File: config.mk
export PLATFORM = sky130hd
export DESIGN_NAME = zports_top
export DESIGN_NICKNAME = d
export VERILOG_FILES = /design/src/zports_pkg.sv /design/src/zports_top.sv /design/src/xt_regs.sv /design/src/paging_regs.sv /design/src/port_decoder.sv /design/src/io_cycle_detect.sv
export SDC_FILE = /design/constraint.sdc
export NUM_CORES = 1
export LEC_CHECK = 0
export BUFFER_PORTS_ARGS = -buffer_cell sky130_fd_sc_hd__buf_2
export CAP_MARGIN = 20
export CORE_UTILIZATION = 50
export DETAILED_ROUTE_END_ITERATION = 7
export PLACE_DENSITY_LB_ADDON = 0.1
export SETUP_SLACK_MARGIN = 0.02
export SYNTH_ARGS = -nofsm -noshare
export SYNTH_HDL_FRONTEND = slang
export SYNTH_HIERARCHICAL = 1
export SYNTH_SLANG_ARGS = --single-unit
File: constraint.sdc
create_clock -name zclk -period 2.6 [get_ports zclk]
set_clock_uncertainty 0.1 [all_clocks]
set_input_delay 0.13 -clock zclk [delete_from_list [all_inputs] [get_ports zclk]]
set_output_delay 0.13 -clock zclk [all_outputs]
set_load 0.02 [all_outputs]
File: src/zports_pkg.sv
`default_nettype none

package zports_pkg;

	//////////////////////////////////////////////////
	// low address byte of each decoded port

	localparam logic [7:0] PORT_FE     = 8'hFE; // border, beeper, keys, tape
	localparam logic [7:0] PORT_FD     = 8'hFD; // 7FFD paging, FFFD/BFFD sound chip
	localparam logic [7:0] PORT_F7     = 8'hF7; // EFF7 extended paging
	localparam logic [7:0] PORT_XT     = 8'h6F; // XT register file, number in a[15:8]
	localparam logic [7:0] PORT_CVX    = 8'hFB; // covox dac
	localparam logic [7:0] PORT_KJOY   = 8'h1F; // kempston joystick
	localparam logic [7:0] PORT_KMOUSE = 8'hDF; // kempston mouse
	localparam logic [7:0] PORT_SDCFG  = 8'h77; // sd card config

	//////////////////////////////////////////////////
	// widths fixed by the memory map

	localparam int SYNC_W   = 9;
	localparam int BORDER_W = 6;
	localparam int PAGE_W   = 6;

	// port picked out by the current address
	typedef enum logic [3:0]
	{
		PS_NONE,
		PS_FE,
		PS_7FFD,
		PS_EFF7,
		PS_XT,
		PS_CVX,
		PS_KJOY,
		PS_KMOUSE,
		PS_SDCFG,
		PS_OTHER // hit, but nothing kept here
	} port_sel_t;

	//////////////////////////////////////////////////
	// XT register numbers

	typedef enum logic [7:0]
	{
		XT_BORDER  = 8'h00,
		XT_VCONFIG = 8'h08,
		XT_FPAGE   = 8'h09,
		XT_FADDR   = 8'h0A,
		XT_TPAGE   = 8'h0B,
		XT_TGPAGE0 = 8'h0C,
		XT_TGPAGE1 = 8'h0D,
		XT_HS0L    = 8'h10,
		XT_HS0H    = 8'h11,
		XT_VS0L    = 8'h12,
		XT_VS0H    = 8'h13,
		XT_HS1L    = 8'h14,
		XT_HS1H    = 8'h15,
		XT_VS1L    = 8'h16,
		XT_VS1H    = 8'h17
	} xt_reg_t;

endpackage

`default_nettype wire
File: src/zports_top.sv
`timescale 1ns/1ns
`default_nettype none

module zports_top
	import zports_pkg::*;
(
	input  wire                 zclk,
	input  wire                 rst_n,

	// z80 bus
	input  wire  [15:0]         a,
	input  wire  [7:0]          din,
	output logic [7:0]          dout,
	output logic                dataout,
	input  wire                 iorq_n,
	input  wire                 rd_n,
	input  wire                 wr_n,
	output logic                porthit,

	// peripherals
	input  wire  [4:0]          keys_in,
	input  wire  [7:0]          mus_in,
	input  wire  [4:0]          kj_in,
	input  wire                 tape_read,
	input  wire                 dos,
	input  wire                 rst_rom,

	// paging
	output logic [7:0]          p7ffd,
	output logic [7:0]          peff7,
	output logic                pent1m_rom,
	output logic [PAGE_W-1:0]   pent1m_page,
	output logic                pent1m_1m_on,
	output logic                pent1m_ram0_0,

	// video and sound
	output logic [BORDER_W-1:0] border,
	output logic [7:0]          cvx,
	output logic [7:0]          vcfg,
	output logic [SYNC_W-1:0]   hs0,
	output logic [SYNC_W-1:0]   hs1,
	output logic [SYNC_W-1:0]   vs0,
	output logic [SYNC_W-1:0]   vs1,
	output logic [7:0]          fp,
	output logic [1:0]          fa,
	output logic [7:0]          tp,
	output logic [5:0]          tgp0,
	output logic [5:0]          tgp1
);

	logic      port_wr;
	port_sel_t port_sel;

	//////////////////////////////////////////////////
	// bus side

	io_cycle_detect io_cycle_detect_i (
		.zclk   (zclk),
		.rst_n  (rst_n),
		.iorq_n (iorq_n),
		.rd_n   (rd_n),
		.wr_n   (wr_n),
		.port_wr(port_wr),
		.port_rd()
	);

	port_decoder port_decoder_i (
		.a        (a),
		.dos      (dos),
		.iorq_n   (iorq_n),
		.rd_n     (rd_n),
		.keys_in  (keys_in),
		.tape_read(tape_read),
		.kj_in    (kj_in),
		.mus_in   (mus_in),
		.port_sel (port_sel),
		.porthit  (porthit),
		.dataout  (dataout),
		.dout     (dout)
	);

	//////////////////////////////////////////////////
	// register blocks

	paging_regs paging_regs_i (
		.zclk         (zclk),
		.rst_n        (rst_n),
		.rst_rom      (rst_rom),
		.port_sel     (port_sel),
		.port_wr      (port_wr),
		.din          (din),
		.p7ffd        (p7ffd),
		.peff7        (peff7),
		.pent1m_rom   (pent1m_rom),
		.pent1m_page  (pent1m_page),
		.pent1m_1m_on (pent1m_1m_on),
		.pent1m_ram0_0(pent1m_ram0_0)
	);

	xt_regs xt_regs_i (
		.zclk    (zclk),
		.rst_n   (rst_n),
		.port_sel(port_sel),
		.port_wr (port_wr),
		.xt_addr (a[15:8]), // register number rides on the high byte
		.din     (din),
		.border  (border),
		.cvx     (cvx),
		.vcfg    (vcfg),
		.hs0     (hs0),
		.hs1     (hs1),
		.vs0     (vs0),
		.vs1     (vs1),
		.fp      (fp),
		.fa      (fa),
		.tp      (tp),
		.tgp0    (tgp0),
		.tgp1    (tgp1)
	);

endmodule

`default_nettype wire

File: src/xt_regs.sv
`timescale 1ns/1ns
`default_nettype none

module xt_regs
	import zports_pkg::*;
(
	input  wire                 zclk,
	input  wire                 rst_n,
	input  wire  port_sel_t     port_sel,
	input  wire                 port_wr,
	input  wire  [7:0]          xt_addr,
	input  wire  [7:0]          din,
	output logic [BORDER_W-1:0] border,
	output logic [7:0]          cvx,
	output logic [7:0]          vcfg,
	output logic [SYNC_W-1:0]   hs0,
	output logic [SYNC_W-1:0]   hs1,
	output logic [SYNC_W-1:0]   vs0,
	output logic [SYNC_W-1:0]   vs1,
	output logic [7:0]          fp,
	output logic [1:0]          fa,
	output logic [7:0]          tp,
	output logic [5:0]          tgp0,
	output logic [5:0]          tgp1
);

	logic fe_wr;
	logic cvx_wr;
	logic xt_wr;

	assign fe_wr  = port_wr && (port_sel == PS_FE);
	assign cvx_wr = port_wr && (port_sel == PS_CVX);
	assign xt_wr  = port_wr && (port_sel == PS_XT);

	//////////////////////////////////////////////////
	// FE, covox and the XT file

	always_ff @(posedge zclk or negedge rst_n)
	begin
		if (!rst_n)
		begin
			border <= '0;
			cvx    <= '0;
			vcfg   <= '0;
			hs0    <= '0;
			hs1    <= '0;
			vs0    <= '0;
			vs1    <= '0;
			fp     <= '0;
			fa     <= '0;
			tp     <= '0;
			tgp0   <= '0;
			tgp1   <= '0;
		end
		else if (fe_wr)
		begin
			border <= {din[1], 1'b0, din[2], 1'b0, din[0], 1'b0}; // grb, spread for the palette
			cvx    <= {din[4], {7{din[3]}}}; // beeper and tape out into the dac
		end
		else if (cvx_wr)
			cvx <= din;
		else if (xt_wr)
		begin
			case (xt_reg_t'(xt_addr))
				XT_BORDER:  border     <= din[BORDER_W-1:0];
				XT_VCONFIG: vcfg       <= din;
				XT_FPAGE:   fp         <= din;
				XT_FADDR:   fa         <= din[1:0];
				XT_TPAGE:   tp         <= din;
				XT_TGPAGE0: tgp0       <= din[5:0];
				XT_TGPAGE1: tgp1       <= din[5:0];
				XT_HS0L:    hs0[7:0]   <= din;
				XT_HS0H:    hs0[8]     <= din[0]; // high halves hold one bit
				XT_VS0L:    vs0[7:0]   <= din;
				XT_VS0H:    vs0[8]     <= din[0];
				XT_HS1L:    hs1[7:0]   <= din;
				XT_HS1H:    hs1[8]     <= din[0];
				XT_VS1L:    vs1[7:0]   <= din;
				XT_VS1H:    vs1[8]     <= din[0];
				default:    ; // unused numbers ignored
			endcase
		end
	end

	// registers move only on a write strobe
	a_no_spurious: assert property (@(posedge zclk) disable iff (!rst_n)
		!port_wr |=> $stable({border, cvx, vcfg, hs0, hs1, vs0, vs1, fp, fa, tp, tgp0, tgp1}));

endmodule

`default_nettype wire

File: src/paging_regs.sv
`timescale 1ns/1ns
`default_nettype none

module paging_regs
	import zports_pkg::*;
(
	input  wire               zclk,
	input  wire               rst_n,
	input  wire               rst_rom,
	input  wire  port_sel_t   port_sel,
	input  wire               port_wr,
	input  wire  [7:0]        din,
	output logic [7:0]        p7ffd,
	output logic [7:0]        peff7,
	output logic              pent1m_rom,
	output logic [PAGE_W-1:0] pent1m_page,
	output logic              pent1m_1m_on,
	output logic              pent1m_ram0_0
);

	logic [7:0] p7ffd_r;
	logic [7:0] peff7_r;
	logic       rom_r;      // rom bit as seen by the memory map
	logic       rst_sync1;
	logic       rst_sync2;  // high during reset and two cycles after
	logic       block1m;    // eff7 bit 2
	logic       block7ffd;
	logic       wr_7ffd;

	assign block1m   = peff7_r[2];
	assign block7ffd = p7ffd_r[5] & block1m; // 48k lock, only in 128k mode
	assign wr_7ffd   = port_wr && (port_sel == PS_7FFD) && !block7ffd;

	always_ff @(posedge zclk or negedge rst_n)
	begin
		if (!rst_n)
		begin
			p7ffd_r <= 8'h00;
			peff7_r <= 8'h00;
		end
		else
		begin
			if (wr_7ffd)
				p7ffd_r <= din;
			if (port_wr && (port_sel == PS_EFF7))
				peff7_r <= din;
		end
	end

	//////////////////////////////////////////////////
	// rom selection at reset

	always_ff @(posedge zclk or negedge rst_n)
	begin
		if (!rst_n)
		begin
			rst_sync1 <= 1'b1;
			rst_sync2 <= 1'b1;
		end
		else
		begin
			rst_sync1 <= 1'b0;
			rst_sync2 <= rst_sync1;
		end
	end

	always_ff @(posedge zclk)
	begin
		if (rst_sync2)
			rom_r <= rst_rom;
		else if (wr_7ffd)
			rom_r <= din[4];
	end

	assign p7ffd = {(block1m ? 3'b000 : p7ffd_r[7:5]), rom_r, p7ffd_r[3:0]};
	assign peff7 = block1m ? {peff7_r[7], 1'b0, peff7_r[5:4], 3'b000, peff7_r[0]} : peff7_r;

	assign pent1m_page   = {p7ffd_r[7:5], p7ffd_r[2:0]};
	assign pent1m_rom    = p7ffd_r[4];
	assign pent1m_1m_on  = ~peff7_r[2];
	assign pent1m_ram0_0 = peff7_r[3];

	a_7ffd_locked: assert property (@(posedge zclk) disable iff (!rst_n)
		(port_wr && (port_sel == PS_7FFD) && block7ffd) |=> $stable({p7ffd_r, rom_r}));

endmodule

`default_nettype wire

File: src/port_decoder.sv
`timescale 1ns/1ns
`default_nettype none

module port_decoder
	import zports_pkg::*;
(
	input  wire  [15:0] a,
	input  wire         dos,
	input  wire         iorq_n,
	input  wire         rd_n,
	input  wire  [4:0]  keys_in,
	input  wire         tape_read,
	input  wire  [4:0]  kj_in,
	input  wire  [7:0]  mus_in,
	output port_sel_t   port_sel,
	output logic        porthit,
	output logic        dataout,
	output logic [7:0]  dout
);

	localparam logic [7:0] PORT_SDDAT = 8'h57; // sd data, hit only

	logic [7:0] loa;
	logic       shadow; // dos rom paged in

	assign loa    = a[7:0];
	assign shadow = dos;

	//////////////////////////////////////////////////
	// address decode

	always_comb
	begin
		port_sel = PS_NONE;
		case (loa)
			PORT_FE:
				port_sel = PS_FE;
			PORT_FD:
				port_sel = a[15] ? PS_OTHER : PS_7FFD; // a15 high is the sound chip
			PORT_F7:
			begin
				if (!shadow)
					port_sel = a[12] ? PS_OTHER : PS_EFF7;
			end
			PORT_XT:
				port_sel = PS_XT;
			PORT_CVX:
				port_sel = PS_CVX;
			PORT_KJOY:
			begin
				if (!shadow) // fdc command port in dos
					port_sel = PS_KJOY;
			end
			PORT_KMOUSE:
				port_sel = PS_KMOUSE;
			PORT_SDCFG:
			begin
				if (!shadow)
					port_sel = PS_SDCFG;
			end
			PORT_SDDAT:
				port_sel = PS_OTHER;
			default:
				port_sel = PS_NONE;
		endcase
	end

	assign porthit = (port_sel != PS_NONE);

	// xxFD reads belong to the sound chip, never answered here
	assign dataout = porthit & ~iorq_n & ~rd_n & (loa != PORT_FD);

	//////////////////////////////////////////////////
	// read data

	always_comb
	begin
		case (port_sel)
			PS_FE:
				dout = {1'b1, tape_read, 1'b0, keys_in};
			PS_KJOY:
				dout = {3'b000, kj_in};
			PS_KMOUSE:
				dout = mus_in;
			PS_SDCFG:
				dout = 8'h00; // card present, not write protected
			default:
				dout = 8'hFF;
		endcase
	end

endmodule

`default_nettype wire

File: src/io_cycle_detect.sv
`timescale 1ns/1ns
`default_nettype none

module io_cycle_detect
(
	input  wire  zclk,
	input  wire  rst_n,
	input  wire  iorq_n,
	input  wire  rd_n,
	input  wire  wr_n,
	output logic port_wr,
	output logic port_rd
);

	logic iowr_act; // write cycle in progress
	logic iord_act; // read cycle in progress
	logic iowr_reg; // level seen at the previous edge
	logic iord_reg;

	assign iowr_act = ~(iorq_n | wr_n);
	assign iord_act = ~(iorq_n | rd_n);

	// one strobe at the start of each cycle, however long the cpu holds it
	always_ff @(posedge zclk or negedge rst_n)
	begin
		if (!rst_n)
		begin
			iowr_reg <= 1'b0;
			iord_reg <= 1'b0;
			port_wr  <= 1'b0;
			port_rd  <= 1'b0;
		end
		else
		begin
			iowr_reg <= iowr_act;
			iord_reg <= iord_act;
			port_wr  <= iowr_act & ~iowr_reg; // new write only
			port_rd  <= iord_act & ~iord_reg;
		end
	end

	// a bus cycle is either read or write
	a_rd_wr_excl: assert property (@(posedge zclk) disable iff (!rst_n)
		!(port_wr && port_rd));

endmodule

`default_nettype wire

* Word level (Yosys, flattened, before mapping)
Index checks and enable logic that the tools add are counted.
** Storage, ports and cells
- Register bits after elaboration :: 109
- Output and inout bits :: 123
- Bits of input ports :: 50
- Word-level logic and storage cells :: 114
** Cells by class
- Eq/ne operators :: 33
- Reduce and logical (&&, ||, !) cells :: 28
- Mux-type cells :: 17
- Bitwise gates (word level) :: 13
** Operators by type and width (count)
- equality test 8 x 5 -> 1 bit, second input constant :: 9
- AND reduction 4 bit :: 14
- equality test 8 x 4 -> 1 bit, second input constant :: 6
- equality test 8 bit, second input constant :: 5
- case mux 4 bit (9 select lines) :: 1
- case mux 8 bit (4 select lines) :: 1
- equality test 8 x 7 -> 1 bit, second input constant :: 3
- two-way mux 6 bit :: 4
- equality test 4 x 3 -> 1 bit, second input constant :: 4
- two-way mux 4 bit :: 4
- two-way mux 8 bit :: 2
- equality test 4 x 2 -> 1 bit, second input constant :: 2
- zero test 8 bit :: 1
- inequality test 8 bit, second input constant :: 1
- nonzero test 2 bit :: 4
- two-way mux 7 bit :: 1
- inverter 1 bit :: 7
- logical AND 1 bit :: 6
- two-way mux 3 bit :: 2
- bitwise AND 1 bit :: 5
- equality test 4 x 1 -> 1 bit, second input constant :: 1
- equality test 4 bit, second input constant :: 1
- nonzero test 4 bit :: 1
- AND reduction 3 bit :: 1
- 4 further kinds :: 5

* Depth between registers and ports, before layout
Gate-level depths: netlist of the first run.
- Depth in word-level cells :: 8
- Depth in mapped cells :: 10
- Gate-level depth less buffers :: 8

* Modules after synthesis
Netlist of the first run, hierarchy kept.
** By module, submodules not included
- xt_regs :: area each 3547.2 µm², seq. area each 2202.1 µm², cells each 251, instances 1
- paging_regs :: area each 824.5 µm², seq. area each 483.0 µm², cells each 58, instances 1
- port_decoder :: area each 425.4 µm², seq. area each 0.0 µm², cells each 70, instances 1
- io_cycle_detect :: area each 122.6 µm², seq. area each 100.1 µm², cells each 8, instances 1

* Least setup slack after synthesis of the first run
No wires, ideal clock.
- Path type :: input -> register
- Start point :: in a[7]
- End point :: reg xt_regs_i.vcfg[0]
- Setup slack :: -0.123 ns
- Stages on the path :: 8
- Data arrival time :: 2.498 ns
- Library setup time :: 0.125 ns
- Data required time :: 2.375 ns
- Path buffers :: 1
- Cell sequence :: clkbuf_1 -> or3b_2 -> a211oi_1 -> or2_2 -> nor3b_1 -> nand2_2 -> nor3b_4 -> mux2_2
** Between the ends
- Word-level cells in the longest chain between the ends :: 6
- Elaborated cells between the ends (all ways) :: 19
- Classes of those cells :: 12 x eq/ne; 1 x mux; 2 x bitwise; 4 x reduce/logical
** RTL lines
- start: declaration :: line zports_top.sv:11 : input wire [15:0] a,
- equality test 8 x 7 -> 1 bit, or another cell as far along :: line port_decoder.sv:35 : case (loa)
- case mux 4 bit (9 select lines) * :: line port_decoder.sv:35
- named net port_sel[2] :: line zports_top.sv:52 : port_sel_t port_sel;
- equality test 4 x 1 -> 1 bit / equality test 4 x 3 -> 1 bit (equally long branches) :: line xt_regs.sv:31, xt_regs.sv:32
- logical AND 1 bit (on tied branches) :: line xt_regs.sv:31, xt_regs.sv:32
- inverter 1 bit (no source line)
- AND reduction 4 bit (no source line) *
- end signal: assignment :: line xt_regs.sv:66 : XT_VCONFIG: vcfg <= din;
- end: declaration :: line xt_regs.sv:15 : output logic [7:0] vcfg,
Mark *: on every way through the listed nets, which the timed path passes. The rest lies on a longest branch.
A chain may end at the register's enable or synchronous reset.

* Worst setup path after layout of the first run
- Start point :: in a[6]
- End point :: reg xt_regs_i.vs1[7]
** Between the ends
- Word-level cells in the longest chain between the ends :: 6
- Elaborated cells between the ends (all ways) :: 19
- Classes of those cells :: 12 x eq/ne; 1 x mux; 2 x bitwise; 4 x reduce/logical
** RTL lines
- equality test 8 x 7 -> 1 bit, or another cell as far along :: line port_decoder.sv:35
- case mux 4 bit (9 select lines) * :: line port_decoder.sv:35
- named net port_sel[1] :: line zports_top.sv:52
- equality test 4 x 1 -> 1 bit / equality test 4 x 3 -> 1 bit (equally long branches) :: line xt_regs.sv:31, xt_regs.sv:32
- logical AND 1 bit (on tied branches) :: line xt_regs.sv:31, xt_regs.sv:32
- inverter 1 bit (no source line)
- AND reduction 4 bit (no source line) *
- end signal: assignment :: line xt_regs.sv:78 : XT_VS1L: vs1[7:0] <= din;
- end: declaration :: line xt_regs.sv:19 : output logic [SYNC_W-1:0] vs1,
Marked as above.

==> run summary, run 1 <==
The run finished with clean final reports. The share of post-route cells with drive strength above 1 is 55.65%, and the critical path data arrival time is 2.52 ns. For the multi-input logic area, the log shows 1997 µm². After detailed placement, the design holds a cell count of 683. Global routing used 24.95% of the available tracks across all layers. The die is 100.6 µm wide. The first detailed-routing pass ran for 4 iterations. The run gives 19.11 mm as the wire length of the first global-routing pass. Once the floorplan was initialized, standard cells occupied 52.06% of the core. The run gives 0 ns as the total negative slack.

In this run the deepest clock path goes through 2 buffers. For this design the top-level I/O count stands at 173. The tools report the post-synthesis cell area as 4856 µm². The number of global-route vias before repair was 3783; the gate count of the mapped netlist was 383. For the global-route congestion overflow total, the log shows 0. The y dimension of the die came out at 100.6 µm. The worst hold path belongs to the class primary input to flop.

The overall die area is 10110 µm², and the final worst slack is 0.2214 ns. Setup repair after global routing left no endpoint under its margin. Relative to the synthesized area, the layout overhead comes to 28.21%. Buffers inserted during clock tree synthesis total 9. The run gives 0 as the count of cells resized by post-cts repair. Summing internal, switching and leakage power gives 2.991 mW.

VDD sags by at most 0.3252 mV. After synthesis, the mean cell area works out to 12.68 µm². Once the clock tree was built, the setup fixing pass inserted 0 buffers.

The number of rows created at floorplan was 35; the fraction of the cycle the final worst path needs was 91.48%. Max capacitance violation total: 0. The logs give 0.9644 for the routability-driven placement congestion ratio and 0 for the max-slew violation total from the final report. Entering global routing, the biggest net connects 60 pins. For the worst setup path, the data required time is 2.74 ns. For the number of clock sinks, the log shows 109. The kind of capture point of the worst setup path is a flop. After floorplanning, the core was sized to cover 9328 µm². Headroom to the max-slew limit came out at 46.54%. The initial antenna violation count was 0; the iteration-0 DRC count of the detailed router was 98. Port buffering added 171 buffers. The clock latency on the worst-skew pair came out at 0.35 ns. The number of cells in the finished layout apart from fillers was 705; the worst hold slack after final layout was 0.09875 ns. The wire-length estimate of the detail-placed layout is 8.623 mm. After layout, the minimum clock period comes to 2.379 ns. For this design the static power due to leakage is 3.480 nW.

The worst setup path is of the primary input to flop kind. TritonCTS built the clock tree. The total length of routed wires was 12.03 mm. The H-tree generated during clock tree synthesis spans 3 levels. The actual transition at the worst max-transition pin is 0.7957 ns. The wire length per cell after detailed routing works out to 17.06 µm. OpenSTA, run right after detailed placement, puts the worst setup slack at -0.05054 ns. In the routed layout, each cell is associated on average with a via count of 5.326. The tree is rooted in a clkbuf_8. The worst-path maximum fanout is 8.

The synthesis warning total was 6; the final setup violation count was 0. In the final layout, flip-flops and latches occupy 2735 µm². The detailed router placed 3755 vias in this run. Timing would allow up to 420.4 MHz.

The worst setup path is launched from a primary input. The layout has 761 filler cells. Once detail routing completed, the nets flagged for antenna violations numbered 0.

For this design the ratio of total power to cell area is 480.4 nW/µm². Buffers inserted to repair hold after CTS numbered 5. The hold violation count in the final report was 0.

After detailed routing, the number of remaining DRC violations is 0. Clock-pin slew was measured on the worst setup and hold paths at 0.10 ns. Count of nets after finishing: 620.
[worst max-delay path, cell delays in order]
cell     delay (ns)
buf_2          0.15
nand4_1        0.20
nor4b_1        0.37
buf_4          0.20
inv_1          0.04
o21ai_0        0.35
and3b_1        0.25
and2_1         0.18
nand2_1        0.27
mux2_2         0.38
[report_power, final]
part | total (mW) | internal, mW | switching [mW]
combinational | 0.277 | 0.0959 | 0.181
clock | 0.970 | 0.390 | 0.581
sequential | 1.74 | 1.73 | 0.0169
total | 2.99 | 2.21 | 0.779
[layout make-up]
cell class,count,share of cell area [%]
Multi-Input combinational cell,249,32.07
Clock buffer,11,2.271
Antenna cell,1,0.04019
Tap cell,129,2.592
Sequential cell,109,43.93
Inverter,4,0.2412
Timing Repair Buffer,197,18.13
Clock inverter,5,0.7235
[worst paths after layout]
kind,from,to,slack [ns],cells past startpoint
setup reg to reg,io_cycle_detect_i/port_wr$_DFF_PN0_,xt_regs_i/vcfg[7]$_DFFE_PN0P_,0.64,5
max in group asynchronous,rst_n,xt_regs_i/vs0[8]$_DFFE_PN0P_,1.41,3
setup / recovery,a[6],xt_regs_i/vs1[7]$_DFFE_PN0P_,0.22,10
min in group asynchronous,rst_n,paging_regs_i/p7ffd_r[2]$_DFFE_PN0P_,0.22,2
hold reg to reg,paging_regs_i/rst_sync1$_DFF_PN1_,paging_regs_i/rst_sync2$_DFF_PN1_,0.26,0
hold / removal,din[0],xt_regs_i/border[0]$_DFFE_PN0P_,0.1,3
[metal layers]
layer / wire, µm / track usage [%]
met5: 0 / 0
met3: 779 / 6.657
met4: 107 / 6.020
met2: 6050 / 42.47
met1: 5088 / 31.91
[through the flow]
stage / cell area [µm²] / util [%]
CTS: 6223 / 66.72
global placement: 5987 / 64.19
global route: 6223 / 66.72
floorplan: 4865 / -
detailed placement: 5987 / 64.19
finish: 6226 / 66.75
[placed cells by master, fill, tap and decap left out, types with 2 or more instances in the layout]
cell type,count
a221o_1,7
clkbuf_8,10
buf_12,5
nor3b_2,3
o21ai_0,10
nor2b_1,9
nor3_1,5
nand2_2,3
mux2_2,92
o211ai_1,3
or3_1,2
nand4_1,3
conb_1,2
dfrtp_1,106
and4_1,2
dfstp_2,2
nand3_1,9
buf_4,17
nand2_1,32
a21oi_1,15
inv_1,4
buf_2,170
nor4_1,3
nor3b_1,2
nand3b_1,2
dlygate4sd3_1,5
clkinv_4,2
and2_1,3
nor2_1,16
Note: power is estimated with default switching activity, not from simulation.
==> run 2: changes to the inputs <==
--- a/config.mk
+++ b/config.mk
@@ -7,7 +7,7 @@
 export LEC_CHECK = 0
 export BUFFER_PORTS_ARGS = -buffer_cell sky130_fd_sc_hd__buf_2
 export CAP_MARGIN = 20
-export CORE_UTILIZATION = 50
+export CORE_UTILIZATION = 54
 export DETAILED_ROUTE_END_ITERATION = 7
 export PLACE_DENSITY_LB_ADDON = 0.1
 export SETUP_SLACK_MARGIN = 0.02
==> constraint.sdc (replaced) <==
create_clock -name zclk -period 3 [get_ports zclk]
set_clock_uncertainty 0.1 [all_clocks]
set_input_delay 0.15 -clock zclk [delete_from_list [all_inputs] [get_ports zclk]]
set_output_delay 0.15 -clock zclk [all_outputs]
set_load 0.02 [all_outputs]
==> run 2 against run 1 <==
  * Utilization rose by 2.7 points
  * Critical path depth down 1
  * Non-clock buffer count down 12
  * Worst hold slack got worse by 0.012 ns
  * Global-route usage decreased by 0.073 points
  * Routed wire length shrank 6.1%
  * Register-to-register slack better by 0.27 ns
  * Clock-buffer cell count stayed put
  * Clock power is 14% lower
  * Design area is 2.7% lower
  * Via count is 2.3% lower
  * Sequential power decreased by 13%
  * Critical path type unchanged
  * Critical endpoint is now xt_regs_i/vcfg[0]$_DFFE_PN0P_
  * Largest cell class unchanged
==> run summary, run 2 (synthesis results as in run 1) <==
The run finished with clean final reports. The final standard cell utilization of the core was 69.48% (was 66.75%). The worst-path maximum fanout came out at 15 (was 8). Cell with the largest stage delay on the worst path: nor3b_4 (was mux2_2).

For this run, the top clock speed supported by timing is 381.3 MHz. TritonCTS built the clock tree. The overall die area is 9376 µm² (was 10110 µm²). The actual transition at the worst max-transition pin works out to 0.7781 ns (was 0.7957 ns).

Register clock-pin slew on the reported worst setup and hold paths: 0.11 ns (was 0.10 ns). The horizontal die dimension is 96.83 µm (was 100.6 µm), and the first-pass iteration count of the detailed router is 4 (unchanged). The number of rows created at floorplan is 34 (was 35), and the initial core utilization is 55.68% (was 52.06%). Setup repair after global routing left no endpoint under its margin. The tools report the clock latency on the worst-skew pair as 0.34 ns (was 0.35 ns).

The launching element type of the critical path is a primary input (unchanged). The total length of routed wires was 11.29 mm (was 12.03 mm). The tightest slew margin relative to the limit is 47.73% (was 46.54%). The tools report the library cell used as clock root buffer as clkbuf_8 (unchanged).

The tools report the kind of capture point of the worst setup path as a flop (unchanged). The logic depth of the worst register-to-register path was 4 (was 5). The delay of the slowest cell on the worst path came out at 0.47 ns (was 0.38 ns).

Category of cells accounting for the largest share of critical-path delay: simple AND/OR/NAND/NOR gates (unchanged). The final setup violation count is 0 (unchanged). Deepest level of the CTS H-tree: 3 (unchanged). The logs give 24.88% (was 24.95%) for the overall track demand over capacity in global routing and 6060 µm² (was 6226 µm²) for the cell area after layout. The count of buffers inserted at the top-level ports is 171 (unchanged).

The number of clock sinks was 109 (unchanged); the routability-driven placement congestion ratio was 0.9374 (was 0.9644). The number of buffer and inverter stages on the critical path was 2 (was 3); the wire length on met3 was 623 µm (was 779 µm). The iteration-0 DRC count of the detailed router was 140 (was 98). The worst min-delay path class was primary input to asynchronous set/reset pin (was primary input to flop). The max capacitance violation total came out at 0 (unchanged). The detailed-routed wire length on met2 is 5.513 mm (was 6.050 mm). The number of buffers created by CTS is 9 (unchanged), and the worst setup timing slack at the placement stage is 0.05946 ns (was -0.05054 ns).

The tools report the end of the critical path as xt_regs_i/vcfg[0]$_DFFE_PN0P_ (was xt_regs_i/vs1[7]$_DFFE_PN0P_). The via density per instance came out at 5.465 (was 5.326). Data required time of the critical path: 3.14 ns (was 2.74 ns). The tools report the maximum ir drop on the vdd rail as 0.4367 mV (was 0.3252 mV). The origin of the critical flop-to-flop path is io_cycle_detect_i/port_wr$_DFF_PN0_ (unchanged).

The number of antenna repair diodes is 0 (was 1). The total negative slack is 0 ns (unchanged), and the y dimension of the die is 96.83 µm (was 100.6 µm). The logs give 2.77 ns (was 2.52 ns) for the critical path data arrival time and 173 (unchanged) for the number of I/O pins. The maximum clock path buffer count is 2 (unchanged), and the internal reg-to-reg setup slack is 0.91 ns (was 0.64 ns).

The number of remaining DRC errors was 0 (unchanged); the wire length per cell after detailed routing was 16.83 µm (was 17.06 µm). The tools report the endpoint of the worst register-to-register path as xt_regs_i/vcfg[0]$_DFFE_PN0P_ (was xt_regs_i/vcfg[7]$_DFFE_PN0P_). The logic depth of the worst setup path including buffers is 9 (was 10), and the placed wire-length estimate is 8.049 mm (was 8.623 mm).

The placed instance area is 5796 µm² (was 5987 µm²), and the minimum clock period is 2.622 ns. The category of the critical setup timing path is primary input to flop (unchanged). The global-route congestion overflow total came out at 0 (unchanged). Leakage power figure: 3.395 nW (was 3.480 nW). The initial antenna violation count was 0 (unchanged); the fraction of the cycle the final worst path needs was 87.41%. The core box area is 8721 µm² (was 9328 µm²), and the final worst slack is 0.3777 ns (was 0.2214 ns). The run gives 3667 (was 3755) as the number of vias after detailed routing. The uppermost layer routed is met4 (unchanged). The share of post-route cells with drive strength above 1 is 54.53% (was 55.65%). The layout overhead on the synthesized area was 24.79% (was 28.21%).

The most common cell after layout, fill and taps aside is buf_2 (unchanged). The logs give 0 (unchanged) for the post-detailed-route count of antenna-violating nets and 88 (was 60) for the largest net degree at the start of global routing. For the worst hold slack after final layout, the log shows 0.08707 ns (was 0.09875 ns).

The number of post-CTS setup repair buffers is 0 (unchanged). The tools report the hold violation count in the final report as 0 (unchanged). The power density over the cells came out at 426.3 nW/µm² (was 480.4 nW/µm²). The launching instance or port of the critical path was a[7] (was a[6]).

The met1 wire length is 5.046 mm (was 5.088 mm). The wire length of the first global-routing pass is 18.42 mm (was 19.11 mm). The count of nets after finishing came out at 608 (was 620).

The tools report the max-slew violation total from the final report as 0 (unchanged). The run gives 3608 (was 3783) as the number of global-route vias before repair. Most frequent cells in the layout: 170 x buf_2, 106 x dfrtp_1, 92 x mux2_2, 32 x nand2_1, 16 x nor2_1 (was 170 x buf_2, 106 x dfrtp_1, 92 x mux2_2, 32 x nand2_1, 17 x buf_4).

Ordered list of cells on the worst path: buf_2 > or3b_2 > a211oi_1 > or2_2 > nor3b_1 > buf_4 > nand2_2 > nor3b_4 > mux2_2 (was buf_2 > nand4_1 > nor4b_1 > buf_4 > inv_1 > o21ai_0 > and3b_1 > and2_1 > nand2_1 > mux2_2).
[run 2: worst min-delay path by stage]
stage	endpoint	slack, ns	cells after the start
global placement	io_cycle_detect_i/iowr_reg$_DFF_PN0_	0.22	2
global route	paging_regs_i/peff7_r[4]$_DFFE_PN0P_	0.09	2
floorplan	io_cycle_detect_i/iowr_reg$_DFF_PN0_	-0.25	0
finish	paging_regs_i/peff7_r[4]$_DFFE_PN0P_	0.09	2
CTS	xt_regs_i/border[0]$_DFFE_PN0P_	0.11	3
detailed placement	io_cycle_detect_i/iowr_reg$_DFF_PN0_	0.23	2
[run 2: final cells by class]
type                       count  area [µm²]
sequential                   109        2735
fill                         664        2661
multi-input combinational    249        1992
timing repair buffer         185       996.0
clock buffer                  11       141.4
tap                          108       135.1
clock inverter                 5       45.04
inverter                       4       15.01
[run 2: per-stage QoR]
stage / power (mW) / cells
floorplan: 1.645 / 384
global placement: 1.767 / 649
detailed placement: 1.772 / 649
CTS: 2.603 / 670
global route: 2.691 / 671
finish: 2.583 / 671
[run 2: repair_timing]
action                    CTS  global route
hold endpoints to repair   86             0
hold buffers                5             0
resized for setup           0             0
[run 2: per-layer routing]
metal  vias up  GRT usage (%)
met5         -              0
met4         0          5.052
met3         9          6.069
met2       131          40.90
met1      1804          33.86
li1       1723              -
[run 2: power by group]
group / internal (mW) / leakage, nW / total [mW] / switching, mW
Sequential: 1.50 / 1.51 / 1.51 / 0.0148
Clock: 0.336 / 0.0916 / 0.833 / 0.497
Combinational: 0.0827 / 1.80 / 0.239 / 0.156
[run 2: worst reg2reg max path, cell delays in order (launching register included)]
cell	delay, ns
dfrtp_1	0.41
nor3b_2	0.45
nand2_2	0.17
nor3b_4	0.47
mux2_2	0.40
==> run 3: changes to the inputs <==
--- a/config.mk
+++ b/config.mk
@@ -5,11 +5,12 @@
 export SDC_FILE = /design/constraint.sdc
 export NUM_CORES = 1
 export LEC_CHECK = 0
+export ABC_AREA = 1
 export BUFFER_PORTS_ARGS = -buffer_cell sky130_fd_sc_hd__buf_2
 export CAP_MARGIN = 20
-export CORE_UTILIZATION = 54
+export CORE_UTILIZATION = 55
 export DETAILED_ROUTE_END_ITERATION = 7
-export PLACE_DENSITY_LB_ADDON = 0.1
+export PLACE_DENSITY = 0.85
 export SETUP_SLACK_MARGIN = 0.02
 export SYNTH_ARGS = -nofsm -noshare
 export SYNTH_HDL_FRONTEND = slang
==> run 3 against run 2 <==
  * Routed wire length increased by 18%
  * First-iteration DRC count increased by 110%
  * Register-to-register slack improved by 0.03 ns
  * Via count increased by 31%
  * Highest routed layer unchanged
==> run summary, run 3 <==
The switching power as a share of total power was 27.34% (was 25.85%); the logic depth of the worst register-to-register path was 6 (was 4). The count of cells resized by post-cts repair was 0 (unchanged). Most common cell after layout, fill and taps aside: nand2_1 (was buf_2).

The run gives 27.70% (was 24.88%) as the overall track demand over capacity in global routing. The worst min-delay path class is primary input to flop (was primary input to asynchronous set/reset pin). The number of post-CTS setup repair buffers is 0 (unchanged), and the horizontal die dimension is 100.6 µm (was 96.83 µm). The cell internal power dissipation is 1.884 mW (was 1.916 mW), and the leakage power figure is 3.845 nW (was 3.395 nW). The count of buffers inserted at the top-level ports is 171 (unchanged). Total negative slack: 0 ns (unchanged).

The number of clock sinks was 109 (unchanged); the total length of routed wires was 13.32 mm (was 11.29 mm). The run gives 0 (unchanged) as the hold violation count in the final report. The number of I/O pins is 173 (unchanged).

The tools report the launching element type of the critical path as a flop (was a primary input). For the iteration-0 DRC count of the detailed router, the log shows 291 (was 140). The via density per instance was 5.102 (was 5.465). The power density over the cells was 402.5 nW/µm² (was 426.3 nW/µm²).

The number of buffers created by CTS came out at 9 (unchanged). The data required time of the critical path is 3.15 ns (was 3.14 ns), and the number of antenna repair diodes is 0 (unchanged). The layout overhead on the synthesized area came out at 20.58% (was 24.79%).

The max-slew violation total from the final report is 0 (unchanged), and the clock share of power is 31.7% (was 32.3%). The library cell used as clock root buffer is clkbuf_8 (unchanged). The initial core utilization came out at 57.29% (was 55.68%). The minimum clock period was 2.056 ns (was 2.622 ns).

The logs give 10110 µm² (was 9376 µm²) for the overall die area and 2.21 ns (was 2.77 ns) for the critical path data arrival time. Origin of the critical flop-to-flop path: io_cycle_detect_i/port_wr$_DFF_PN0_ (unchanged). The synthesis warning total came out at 6 (unchanged).

The placed instance area came out at 6220 µm² (was 5796 µm²). Post-synthesis cell area: 5344 µm² (was 4856 µm²). The kind of capture point of the worst setup path is a flop (unchanged).

The internal reg-to-reg setup slack was 0.94 ns (was 0.91 ns). Most frequent cells in the layout: 238 x nand2_1, 170 x buf_2, 106 x dfrtp_1, 95 x nand3_1, 41 x inv_1 (was 170 x buf_2, 106 x dfrtp_1, 92 x mux2_2, 32 x nand2_1, 16 x nor2_1). The first-pass iteration count of the detailed router was 5 (was 4); the actual transition at the worst max-transition pin was 0.7394 ns (was 0.7781 ns). The tightest slew margin relative to the limit was 50.70% (was 47.73%); the clock latency on the worst-skew pair was 0.35 ns (was 0.34 ns). The gate count of the mapped netlist was 643 (was 383). The worst hold path terminates at xt_regs_i/fp[7]$_DFFE_PN0P_.

The core box area is 9328 µm² (was 8721 µm²). Maximum ir drop on the vdd rail: 0.2224 mV (was 0.4367 mV). The max capacitance violation total is 0 (unchanged), and the cell count after placement is 919 (was 649). The tools report the routability-driven placement congestion ratio as 0.8712 (was 0.9374).

The worst-path maximum fanout works out to 41 (was 15). The endpoint of the worst register-to-register path was xt_regs_i/vs1[6]$_DFFE_PN0P_ (was xt_regs_i/vcfg[0]$_DFFE_PN0P_). Number of global-route vias before repair: 4533 (was 3608).

For the placed wire-length estimate, the log shows 9.845 mm (was 8.049 mm). The run gives 61 (was 88) as the largest net degree at the start of global routing. The wire length of the first global-routing pass was 21.72 mm (was 18.42 mm).

Setup repair after global routing left no endpoint under its margin. Launch point of the worst hold path: din[7]. Number of cells in the finished layout apart from fillers: 939 (was 671). The number of remaining DRC errors came out at 0 (unchanged). The run gives 0 (unchanged) as the initial antenna violation count.

For the final setup violation count, the log shows 0 (unchanged). TritonCTS built the clock tree. The fraction of the cycle the final worst path needs works out to 68.53% (was 87.41%).

The highest clock frequency the design can meet is 486.4 MHz (was 381.3 MHz). The run finished with clean final reports. The net switching power figure was 0.7091 mW (was 0.6678 mW); the wire length per cell after detailed routing was 14.18 µm (was 16.83 µm). Power share of the sequential group: 58.3% (was 58.5%). The tools report the count of nets after finishing as 855 (was 608).

The deepest level of the CTS H-tree is 3 (unchanged). The cell area after layout was 6444 µm² (was 6060 µm²). For the part of the power in combinational logic, the log shows 9.9% (was 9.2%).

The post-detailed-route count of antenna-violating nets came out at 0 (unchanged). The tools report the global-route congestion overflow total as 0 (unchanged). The average cell area after synthesis is 8.311 µm² (was 12.68 µm²). The y dimension of the die was 100.6 µm (was 96.83 µm). The worst hold path stage count was 3; the number of rows created at floorplan was 35 (was 34). The register clock-pin slew on the reported worst setup and hold paths is 0.11 ns (about the same), and the maximum clock path buffer count is 2 (unchanged). The number of vias after detailed routing came out at 4791 (was 3667). The category of the critical setup timing path is flop to flop (was primary input to flop). The share of post-route cells with drive strength above 1 came out at 32.22% (was 54.53%).
[run 3: per-layer routing]
metal / up-vias / GRT usage (%) / wire length [µm]
li1: 2359 / - / -
met1: 2234 / 37.11 / 5712
met2: 171 / 44.89 / 6402
met3: 27 / 6.241 / 953
met4: 0 / 9.142 / 250
met5: - / 0 / 0
[run 3: final cells by class]
class	instances	area (µm²)
inverter	48	180.2
tap	129	161.4
clock buffer	9	123.9
timing repair buffer	179	940.9
sequential	109	2735
clock inverter	7	60.06
fill	794	2884
multi-input combinational	458	2242
[run 3: critical path, stage by stage, from the launching register on]
cell and delay, ns:
dfrtp_1 0.61, nand2_1 0.17, nor2_4 0.27, buf_4 0.45, nand2_2 0.19, nand2_1 0.10, nand2_1 0.05
[run 3: worst max path at each step]
stage                                         to  slack (ns)  cells past startpoint                           startpoint
CTS                 xt_regs_i/vs1[3]$_DFFE_PN0P_        0.95                      6  io_cycle_detect_i/port_wr$_DFF_PN0_
floorplan           xt_regs_i/hs0[5]$_DFFE_PN0P_        1.26                     14                                 a[3]
global route        xt_regs_i/vs1[4]$_DFFE_PN0P_        0.76                      6  io_cycle_detect_i/port_wr$_DFF_PN0_
detailed placement  xt_regs_i/vs1[3]$_DFFE_PN0P_        0.62                     14                                 a[0]
finish              xt_regs_i/vs1[6]$_DFFE_PN0P_        0.94                      6  io_cycle_detect_i/port_wr$_DFF_PN0_
global placement    xt_regs_i/vs1[7]$_DFFE_PN0P_        0.75                     14                                 a[0]
[run 3: repair_timing]
| action | in CTS | in global routing |
|---|---|---|
| hold buffers | 4 | 0 |
| setup endpoints to repair | 0 | 0 |
| endpoints found under the hold margin | 60 | 0 |
[run 3: per-stage QoR]
step | total power [mW] | util (%) | setup slack [ns] | hold slack (ns)
global placement | 1.790 | 66.68 | 0.7513 | 0.1510
detailed placement | 1.797 | 66.68 | 0.6248 | 0.1596
CTS | 2.616 | 69.08 | 0.9477 | 0.03524
finish | 2.593 | 69.08 | 0.9442 | 0.05127
global route | 2.712 | 69.08 | 0.7645 | 0.04177
floorplan | 1.666 | - | 1.262 | -0.2456
[run 3: power by group through the flow]
stage / logic (mW) / registers [mW] / clock network (mW)
6_report: 0.258 / 1.51 / 0.822
3_3_place_gp: 0.250 / 1.54 / 0
2_1_floorplan: 0.102 / 1.56 / 0
4_1_cts: 0.260 / 1.51 / 0.843
3_5_place_dp: 0.255 / 1.54 / 0
5_1_grt: 0.285 / 1.52 / 0.910
